## config.mk

```make
export PLATFORM = sky130hd
export DESIGN_NAME = basket_controller
export DESIGN_NICKNAME = d
export VERILOG_FILES = /design/src/basket_pkg.sv /design/src/basket_controller.sv /design/src/basket_list.sv /design/src/price_calculator.sv /design/src/total_keeper.sv
export SDC_FILE = /design/constraint.sdc
export NUM_CORES = 1
export LEC_CHECK = 0
export ABC_AREA = 1
export ABC_CLOCK_PERIOD_IN_PS = 12370
export BUFFER_PORTS_ARGS = -buffer_cell sky130_fd_sc_hd__buf_4
export CAP_MARGIN = 20
export CORE_MARGIN = 3
export CORE_UTILIZATION = 60
export DETAILED_ROUTE_END_ITERATION = 10
export GPL_TIMING_DRIVEN = 0
export PLACE_DENSITY = 0.87
export SETUP_SLACK_MARGIN = 0.3
export SYNTH_ARGS = -nofsm -noshare
export SYNTH_HDL_FRONTEND = slang
export SYNTH_SLANG_ARGS = --single-unit
```

## constraint.sdc

```tcl
create_clock -name CLK -period 12.37 [get_ports CLK]
set_clock_uncertainty 0.1 [all_clocks]
set_input_delay 0.6185 -clock CLK [delete_from_list [all_inputs] [get_ports CLK]]
set_output_delay 0.6185 -clock CLK [all_outputs]
set_load 0.05 [all_outputs]
```

## src/basket_pkg.sv

```systemverilog
//************************************************************
// Shopping basket shared types
//************************************************************

package basket_pkg;

	// Field widths
	localparam int PRODUCT_ID_W = 4;
	localparam int QUANTITY_W   = 4;
	localparam int PRICE_W      = 16;
	localparam int SLOT_IDX_W   = 5;

	typedef logic [PRODUCT_ID_W-1:0] product_id_t;
	typedef logic [QUANTITY_W-1:0]   quantity_t;
	typedef logic [PRICE_W-1:0]      price_t;

	// Wide enough for a count of 16 lines
	typedef logic [SLOT_IDX_W-1:0]   slot_idx_t;

	// Id 15 is reserved for empty slots
	localparam product_id_t EMPTY_ID = '1;

	// Unit price of product p is 25 * (p + 1)
	localparam price_t unit_price_table [0:14] = '{
		16'd25,
		16'd50,
		16'd75,
		16'd100,
		16'd125,
		16'd150,
		16'd175,
		16'd200,
		16'd225,
		16'd250,
		16'd275,
		16'd300,
		16'd325,
		16'd350,
		16'd375
	};

	// One purchased line, 24 bits
	typedef struct packed {
		product_id_t product_id;
		quantity_t   quantity;
		price_t      line_price;
	} basket_entry_t;

	// Empty slot marker, all fields all ones
	localparam basket_entry_t EMPTY_ENTRY = '1;

	typedef enum logic [1:0] {
		OP_NONE   = 2'd0,
		OP_ADD    = 2'd1,
		OP_CANCEL = 2'd2
	} basket_op_e;

	// What the list accepted this cycle
	// removed_price only means something with OP_CANCEL
	typedef struct packed {
		basket_op_e op;
		price_t     removed_price;
	} basket_event_t;

endpackage

```

## src/basket_controller.sv

```systemverilog
//************************************************************
// Shopping basket controller
//************************************************************

`timescale 1ns/10ps

module basket_controller #(
	parameter int SLOTS = 12
) (
	input  logic                                  CLK,
	input  logic                                  RESET_N,
	input  logic                                  add,
	input  logic                                  cancel,
	input  basket_pkg::product_id_t               product_id,
	input  basket_pkg::quantity_t                 quantity,
	input  basket_pkg::slot_idx_t                 cancel_slot,
	output basket_pkg::basket_entry_t [SLOTS-1:0] entries,
	output basket_pkg::slot_idx_t                 count,
	output basket_pkg::price_t                    total_price
);

	basket_pkg::price_t        line_price;
	basket_pkg::basket_event_t basket_event;

	// Price of the product on the inputs, used by both list and total
	price_calculator u_price_calculator (
		.product_id (product_id),
		.quantity   (quantity),
		.line_price (line_price)
	);

	// Acceptance, full and range checks live only here
	basket_list #(
		.SLOTS (SLOTS)
	) u_basket_list (
		.CLK          (CLK),
		.RESET_N      (RESET_N),
		.add          (add),
		.cancel       (cancel),
		.product_id   (product_id),
		.quantity     (quantity),
		.line_price   (line_price),
		.cancel_slot  (cancel_slot),
		.entries      (entries),
		.count        (count),
		.basket_event (basket_event)
	);

	total_keeper u_total_keeper (
		.CLK          (CLK),
		.RESET_N      (RESET_N),
		.basket_event (basket_event),
		.line_price   (line_price),
		.total_price  (total_price)
	);

endmodule

```

## src/basket_list.sv

```systemverilog
//************************************************************
// Basket slot list
//************************************************************

`timescale 1ns/10ps

module basket_list #(
	parameter int SLOTS = 12
) (
	input  logic                                  CLK,
	input  logic                                  RESET_N,
	input  logic                                  add,
	input  logic                                  cancel,
	input  basket_pkg::product_id_t               product_id,
	input  basket_pkg::quantity_t                 quantity,
	input  basket_pkg::price_t                    line_price,
	input  basket_pkg::slot_idx_t                 cancel_slot,
	output basket_pkg::basket_entry_t [SLOTS-1:0] entries,
	output basket_pkg::slot_idx_t                 count,
	output basket_pkg::basket_event_t             basket_event
);

	localparam basket_pkg::slot_idx_t MAX_COUNT = basket_pkg::slot_idx_t'(SLOTS);
	localparam basket_pkg::slot_idx_t ONE       = basket_pkg::slot_idx_t'(1);

	logic                                  cancel_ok;
	logic                                  add_ok;
	basket_pkg::basket_entry_t             new_entry;
	basket_pkg::price_t                    removed_price;
	basket_pkg::basket_entry_t [SLOTS-1:0] entries_d;
	basket_pkg::slot_idx_t                 count_d;

	// Cancel only hits occupied slots, and an accepted cancel drops a same cycle add
	assign cancel_ok = cancel && (cancel_slot < count);
	assign add_ok    = add && !cancel_ok && (count < MAX_COUNT);

	always_comb begin
		new_entry.product_id = product_id;
		new_entry.quantity   = quantity;
		new_entry.line_price = line_price;
	end

	// Price of the line under cancel_slot
	always_comb begin
		removed_price = '0;
		for (int i = 0; i < SLOTS; i++) begin
			if (basket_pkg::slot_idx_t'(i) == cancel_slot) begin
				removed_price = entries[i].line_price;
			end
		end
	end

	// Event goes out in the strobe cycle so the total moves with the list
	always_comb begin
		basket_event.op            = basket_pkg::OP_NONE;
		basket_event.removed_price = '0;
		if (cancel_ok) begin
			basket_event.op            = basket_pkg::OP_CANCEL;
			basket_event.removed_price = removed_price;
		end else if (add_ok) begin
			basket_event.op = basket_pkg::OP_ADD;
		end
	end

	always_comb begin
		entries_d = entries;
		count_d   = count;
		if (cancel_ok) begin
			// Lines behind the cancelled slot move up by one
			for (int i = 0; i < SLOTS - 1; i++) begin
				if (basket_pkg::slot_idx_t'(i) >= cancel_slot) begin
					entries_d[i] = entries[i + 1];
				end
			end
			entries_d[SLOTS-1] = basket_pkg::EMPTY_ENTRY;
			count_d = count - ONE;
		end else if (add_ok) begin
			// Append at the first free slot
			for (int i = 0; i < SLOTS; i++) begin
				if (basket_pkg::slot_idx_t'(i) == count) begin
					entries_d[i] = new_entry;
				end
			end
			count_d = count + ONE;
		end
	end

	always_ff @(posedge CLK) begin
		if (!RESET_N) begin
			entries <= {SLOTS{basket_pkg::EMPTY_ENTRY}};
			count   <= '0;
		end else begin
			entries <= entries_d;
			count   <= count_d;
		end
	end

endmodule

```

## src/price_calculator.sv

```systemverilog
//************************************************************
// Line price lookup
//************************************************************

`timescale 1ns/10ps

module price_calculator (
	input  basket_pkg::product_id_t product_id,
	input  basket_pkg::quantity_t   quantity,
	output basket_pkg::price_t      line_price
);

	basket_pkg::price_t unit_price;
	basket_pkg::price_t quantity_ext;

	// Empty marker id has no table entry and costs nothing
	always_comb begin
		if (product_id == basket_pkg::EMPTY_ID) begin
			unit_price = '0;
		end else begin
			unit_price = basket_pkg::unit_price_table[product_id];
		end
	end

	assign quantity_ext = basket_pkg::price_t'(quantity);

	// Largest line is 375 x 15, well inside 16 bits
	assign line_price = unit_price * quantity_ext;

endmodule

```

## src/total_keeper.sv

```systemverilog
//************************************************************
// Running basket total
//************************************************************

`timescale 1ns/10ps

module total_keeper (
	input  logic                      CLK,
	input  logic                      RESET_N,
	input  basket_pkg::basket_event_t basket_event,
	input  basket_pkg::price_t        line_price,
	output basket_pkg::price_t        total_price
);

	basket_pkg::price_t total_d;

	// Sums wrap at 16 bits
	always_comb begin
		case (basket_event.op)
			basket_pkg::OP_ADD:    total_d = total_price + line_price;
			basket_pkg::OP_CANCEL: total_d = total_price - basket_event.removed_price;
			default:               total_d = total_price;
		endcase
	end

	always_ff @(posedge CLK) begin
		if (!RESET_N) begin
			total_price <= '0;
		end else begin
			total_price <= total_d;
		end
	end

endmodule

```

==> results by group, run 1 <==
Logic synthesis
  • Largest cells by area after synthesis: dfxtp_1 (37%), nand2_1 (12%), o21ai_0 (10%), a21oi_1 (8.3%), inv_1 (5.4%)
  • Post-synth ARST share: 0%
  • Post-synthesis compound-gate area fraction: 26.1%
  • Synth top cells by count: nand2_1 (502), o21ai_0 (322), dfxtp_1 (297)
  • Synthesized area: 16100 µm²
  • Most common cell in the netlist: nand2_1
  • Post-synth top area cell: dfxtp_1
  • Area share of and/or/nand/nor cells after synthesis: 19.5%
  • Syn Area/Cell: 7.03 µm²
  • Post-Synth XOR/XNOR Area: 1.45%
  • Post-Synth Adder-Cell Area: 5.59%
  • Dominant register cell in the synthesized netlist: dfxtp_1
  • Largest family of logic cells by synthesized area: compound AO/OA/AOI/OAI gates
  • Register area share after synthesis: 36.9%
  • Yosys top cell area share: 36.9%
  • Syn. warnings: 0
  • Seq cells post-synth: 297
  • Mux cell area share after synthesis: 0%
  • Library cells used by synthesis: 53
  • Post-synth EDFFs: 0
  • Cell count after synthesis: 2294
  • Syn Nets: 2374

Global routing
  • Largest net degree at the start of global routing: 16
  • GR Util All Layers: 44.8%
  • Vias in the first global route: 18000
  • Global route overflow: 0
  • First-pass GRT wire length: 102000 µm
  • Initial antenna violation count: 1

Worst setup path
  • Setup crit start kind: input pin
  • Critical path destination: u_total_keeper.total_price[13]
  • Worst Setup SP: product_id[1]
  • Reg2reg path depth: 32
  • WP buf/inv: 5
  • Critical Path RT: 12790 ps
  • Reg2reg end: u_total_keeper.total_price[12]
  • Critical path's largest stage delay: 620 ps
  • CP Class: in2reg
  • Worst Path Max Fanout: 9
  • Worst R2R Setup Slack: 6950 ps
  • R2R Path Start: u_basket_list.count[2]
  • CP arrival: 7000 ps
  • WP depth: 30
  • Delay-heaviest family, CP: adder cells
  • CP max stage cell: xor2_1
  • CP endpoint kind: flop

Floorplanning
  • Row cnt: 59
  • Initial Utilization: 61.5%
  • Die area: 28900 µm²
  • Die X: 170 µm
  • Chip Height: 170 µm
  • Top Ports: 326
  • Core Region: 26200 µm²

CTS
  • CTS Hold Bufs: 0
  • Clk buf depth: 3
  • CTS buffer count: 30
  • CTS resizes: 0
  • Clk sink count: 297
  • H-tree depth: 1
  • Clock transition at the registers of the reported paths: 70 ps
  • Latest clock arrival within the worst-skew pair: 570 ps
  • TritonCTS clock tree: yes
  • Root buffer cell: clkbuf_16
  • Post-CTS Setup Inserts: 0

Layout
  • Sequential cell area: 5950 µm²
  • Diodes inserted: 0
  • Fin nets: 2731
  • Fill cells: 2055
  • Multi-input combinational cell area: 8480 µm²
  • Area Growth Syn to Fin: 23.8%
  • Share of layout cells above drive strength 1: 19.1%
  • Final Non-Filler Cells: 3008

Route
  • DRC: 0
  • Starting DRC count in detailed routing: 2977
  • Wire per inst: 22.3 µm
  • Vias per cell: 6.41
  • Total Wirelength: 67200 µm
  • Via Count: 19300
  • Antenna viol nets, final: 0
  • Pre-antenna DRT Iters: 6

STA
  • Hold Vio Cnt, Final: 0
  • Max Freq: 152 MHz
  • Final period utilization: 53.2%
  • Max-slew violations: 0
  • Final setup violation count: 0
  • Slew HR: 22.7%
  • Fin crit period: 6580 ps
  • RSZ-0062 raised after global routing: false
  • Setup TNS: 0 ps
  • Worst Tran Pin Value: 1150 ps

Power and ir drop
  • Clock power share: 23.5%
  • Internal power: 0.00210 W
  • Peak supply drop: 0.132 mV
  • Flop pwr share: 31.0%
  • Sw frac: 46.5%
  • Net Sw Power: 0.00182 W
  • Leakage: 9.74 nW
  • Comb pwr share: 45.5%
  • PD cells: 197 nW/µm²

Placement
  • Number of port buffers: 324
  • Routability Congestion: 1.05
  • Placed insts: 2954
  • DP HPWL: 52700 µm

Min path
  • HP Class: in2reg

Outcome
  • Status: completed

Job
  • Max_cap viols: 0
[tightest hold or removal path: cells and delay by family]
kind / cells / cell delay [ps]
AOI/OAI and AO/OA: 1 / 70
buffers and inverters: 1 / 110
and+or+nand+nor: 1 / 50
[layout by cell type (no fill, tap or decap), types with 9 or more instances in the layout]
cell / n
nand2_1: 502
buf_4: 341
o21ai_0: 322
dfxtp_1: 297
a21oi_1: 267
inv_1: 233
nand3_1: 107
o211ai_1: 75
clkbuf_1: 74
nor2_1: 72
buf_2: 64
ha_1: 48
clkbuf_16: 30
o2111ai_1: 21
nand4_1: 17
xor2_1: 16
o221ai_1: 16
buf_1: 16
a22oi_1: 15
fa_1: 15
inv_2: 13
o21ai_1: 10
nand2_2: 9
[metal layers]
layer	global-route usage, %	share of wire, %	routed length, µm
met1	58.4	37	24800
met2	69.5	43	28600
met3	10.3	14	9310
met4	24.3	6.6	4440
met5	0	0	0
[worst min path at each step]
stage | slack [ps] | to | cells past startpoint | from
finish | 220 | u_basket_list.entries[282] | 3 | quantity[2]
global route | 260 | u_basket_list.entries[281] | 3 | quantity[1]
CTS | 220 | u_basket_list.entries[282] | 3 | quantity[2]
detailed placement | 350 | u_basket_list.entries[20] | 2 | u_basket_list.entries[20]
global placement | 350 | u_basket_list.entries[18] | 2 | u_basket_list.entries[18]
floorplan | 590 | u_basket_list.entries[16] | 2 | u_basket_list.entries[16]
[kinds of logic (layout without fill, tap and decap cells)]
kind of cell,count (synthesis),count (layout)
AOI/OAI and AO/OA,752,752
and+or+nand+nor,745,745
buffers and inverters,412,791
DFF,297,297
adders and majority gates,63,63
xor gates and xnor gates,25,25
[power by group through the flow]
stage	combinational [W]	clock (W)	sequential, W
global route	0.00191	0.000946	0.00122
detailed placement	0.00173	0	0.00122
finish	0.00179	0.000921	0.00121
floorplan	0.000808	0	0.00158
global placement	0.00169	0	0.00122
CTS	0.00174	0.000910	0.00120
[sequential cells by signal (all words and copies together), names as in the netlist]
signal,count
u_basket_list.count,5
u_total_keeper.total_price,16
u_basket_list.entries,276
[layout make-up]
type / count / area share, %
clock inverters: 12 / 0.621
flip-flops and latches: 297 / 29.8
plain buffers: 165 / 3.82
well taps: 335 / 2.10
multi-input cells: 1585 / 42.5
repair buffers: 325 / 12.2
clock buffers: 42 / 4.24
inverters: 247 / 4.66
[through the flow]
step,hold slack [ps],worst slack (ps),power [W],util (%),instance area [µm²]
floorplan,587,6420,0.00239,-,16100
global placement,346,5630,0.00291,72.4,19000
detailed placement,352,5480,0.00295,72.4,19000
CTS,221,5950,0.00385,76.1,19900
global route,259,5350,0.00408,76.1,19900
finish,220,5790,0.00392,76.1,19900
(Power assumes the default switching activity.)
==> run 2, diff against run 1 <==
--- a/config.mk
+++ b/config.mk
@@ -6,14 +6,14 @@
 export NUM_CORES = 1
 export LEC_CHECK = 0
 export ABC_AREA = 1
-export ABC_CLOCK_PERIOD_IN_PS = 12370
+export ABC_CLOCK_PERIOD_IN_PS = 6000
 export BUFFER_PORTS_ARGS = -buffer_cell sky130_fd_sc_hd__buf_4
 export CAP_MARGIN = 20
 export CORE_MARGIN = 3
-export CORE_UTILIZATION = 60
+export CORE_UTILIZATION = 50
 export DETAILED_ROUTE_END_ITERATION = 10
 export GPL_TIMING_DRIVEN = 0
-export PLACE_DENSITY = 0.87
+export PLACE_DENSITY = 0.78
 export SETUP_SLACK_MARGIN = 0.3
 export SYNTH_ARGS = -nofsm -noshare
 export SYNTH_HDL_FRONTEND = slang
==> constraint.sdc (replaced) <==
create_clock -name CLK -period 6 [get_ports CLK]
set_clock_uncertainty 0.1 [all_clocks]
set_input_delay 0.3 -clock CLK [delete_from_list [all_inputs] [get_ports CLK]]
set_output_delay 0.3 -clock CLK [all_outputs]
set_load 0.05 [all_outputs]
==> results by group, run 2 (synthesis gave the netlist of run 1 again) <==
Layout
  • Commonest non-fill, non-tap cell in the layout: nand2_1
  • Max reg flops: 276
  • Fill cells: 2811
  • Final Non-Filler Cells: 3108
  • Most frequent cells in the layout: nand2_1 (497), buf_4 (356), o21ai_0 (318)
  • Diodes inserted: 0
  • Sequential cell area: 5950 µm²
  • Largest registers: u_basket_list.entries: 276 flops, u_total_keeper.total_price: 16 flops, u_basket_list.count: 5 flops
  • Share of layout cells above drive strength 1: 22.0%
  • Multi-input combinational cell area: 8830 µm²
  • Largest Register: u_basket_list.entries
  • Area Growth Syn to Fin: 29.3%
  • Fin nets: 2760

Min path
  • HP Start: product_id[2]
  • Hold Crit Depth: 3
  • HP Class: in2reg
  • Min-Delay Endpoint: u_basket_list.entries[286]

Worst setup path
  • Worst Setup SP: product_id[0]
  • Setup crit start kind: input pin
  • Worst Path Max Fanout: 8
  • CP arrival: 5820 ps
  • Reg2reg path depth: 32
  • Reg2reg end: u_total_keeper.total_price[12]
  • Delay-heaviest family, CP: simple AND/OR/NAND/NOR gates
  • Critical path's largest stage delay: 570 ps
  • CP max stage cell: fa_2
  • CP endpoint kind: flop
  • CP Class: in2reg
  • WP buf/inv: 5
  • R2R Path Start: u_basket_list.count[4]
  • Worst R2R Setup Slack: 700 ps
  • Critical Path RT: 6360 ps

Route
  • Antenna viol nets, final: 0
  • Starting DRC count in detailed routing: 2512
  • Via Count: 18800
  • Vias per cell: 6.04
  • DRC: 0
  • Wire per inst: 22.8 µm
  • Pre-antenna DRT Iters: 6
  • Total Wirelength: 70800 µm

Floorplanning
  • Chip Height: 186 µm
  • Top Ports: 326
  • Core Region: 31600 µm²
  • Row cnt: 65
  • Die X: 186 µm
  • Initial Utilization: 51.0%
  • Die area: 34400 µm²

Power and ir drop
  • Leakage: 10.0 nW
  • Internal power: 0.00476 W
  • Sw frac: 45.1%
  • Peak supply drop: 0.252 mV
  • Clock power share: 26.1%
  • Flop pwr share: 28.8%
  • Comb pwr share: 45.0%
  • PD cells: 416 nW/µm²
  • Net Sw Power: 0.00391 W

Job
  • Max_cap viols: 0

Global routing
  • First-pass GRT wire length: 104000 µm
  • GR Util All Layers: 39.4%
  • Largest net degree at the start of global routing: 15
  • Initial antenna violation count: 1
  • Global route overflow: 0
  • Vias in the first global route: 17500

Placement
  • Place WS: -627 ps
  • DP HPWL: 55600 µm
  • Number of port buffers: 324
  • Placed insts: 3021
  • Routability Congestion: 1.00

CTS
  • Latest clock arrival within the worst-skew pair: 520 ps
  • Clock transition at the registers of the reported paths: 60 ps
  • H-tree depth: 2
  • CTS buffer count: 35
  • TritonCTS clock tree: yes
  • Root buffer cell: clkbuf_16
  • Clk buf depth: 3
  • Clk sink count: 297

STA
  • Hold Vio Cnt, Final: 0
  • Worst Tran Pin Value: 1080 ps
  • Max-slew violations: 0
  • Slew HR: 27.8%
  • Fin crit period: 5450 ps
  • Max Freq: 183 MHz
  • Final setup violation count: 0
  • Final period utilization: 90.9%
  • Final WS setup: 548 ps
  • RSZ-0062 raised after global routing: false

Outcome
  • Status: completed
==> run 2: cell types whose count changed in the layout (fill, tap and decap cells not counted), moves of 6 or more <==
| cell | change |
|---|---|
| clkbuf_16 | +6 |
| buf_4 | +15 |
| inv_1 | -9 |
| nand3_1 | -6 |
| ha_4 | +8 |
| ha_1 | -9 |
==> run 2: worst max-delay path by stage <==
| stage | end | slack, ps | depth (start not counted) |
|---|---|---|---|
| floorplan | u_total_keeper.total_price[13] | 370 | 28 |
| global placement | u_total_keeper.total_price[13] | -590 | 30 |
| CTS | u_total_keeper.total_price[13] | 310 | 35 |
| global route | u_total_keeper.total_price[15] | 230 | 34 |
| detailed placement | u_total_keeper.total_price[13] | -630 | 30 |
| finish | u_total_keeper.total_price[13] | 550 | 30 |
==> run 2: what timing repair did <==
action | 4_1_cts | 5_1_grt
pin swaps | 1 | 24
setup endpoints to repair | 3 | 6
endpoints found under the hold margin | 5 | 0
resized for setup | 13 | 74
setup buffers | 0 | 19
hold buffers | 5 | 0
==> run 2: stage by stage <==
step           instance area [µm²]  utilization, %  total power, W  TNS [ps]  hold slack, ps
2_1_floorplan                16100               -         0.00493         0             330
3_3_place_gp                 19100            60.2         0.00606     -1600             347
3_5_place_dp                 19100            60.3         0.00610     -1810             346
4_1_cts                      20400            64.4         0.00837         0            28.3
5_1_grt                      20900            65.9         0.00903         0            73.4
6_report                     20900            65.9         0.00867         0            40.7
==> run 2: tightest hold or removal path, cell delays in order <==
cell,delay [ps]
buf_4,150
nand2_1,80
o211ai_1,80
==> run 2: final cells by class <==
cell class	count	share of cell area, %
multi-input combinational	1585	42.4
sequential	297	28.5
timing repair buffer	349	12.7
clock buffer	47	4.66
inverter	247	4.53
buffer	165	3.70
tap	402	2.41
clock inverter	16	1.09
==> run 2: per-layer routing <==
metal / up-vias / GRT usage, % / part of all wire (%)
met4: 0 / 15.4 / 4.5
met2: 1231 / 60.2 / 43
met1: 8836 / 54.3 / 41
met3: 195 / 8.87 / 11
met5: - / 0 / 0
li1: 8506 / - / -
==> run 2: power by group through the flow <==
stage | clock (W) | sequential (W) | combinational (W)
CTS | 0.00225 | 0.00248 | 0.00363
finish | 0.00227 | 0.00250 | 0.00391
floorplan | 0 | 0.00327 | 0.00167
global placement | 0 | 0.00252 | 0.00354
detailed placement | 0 | 0.00252 | 0.00358
global route | 0.00234 | 0.00252 | 0.00418
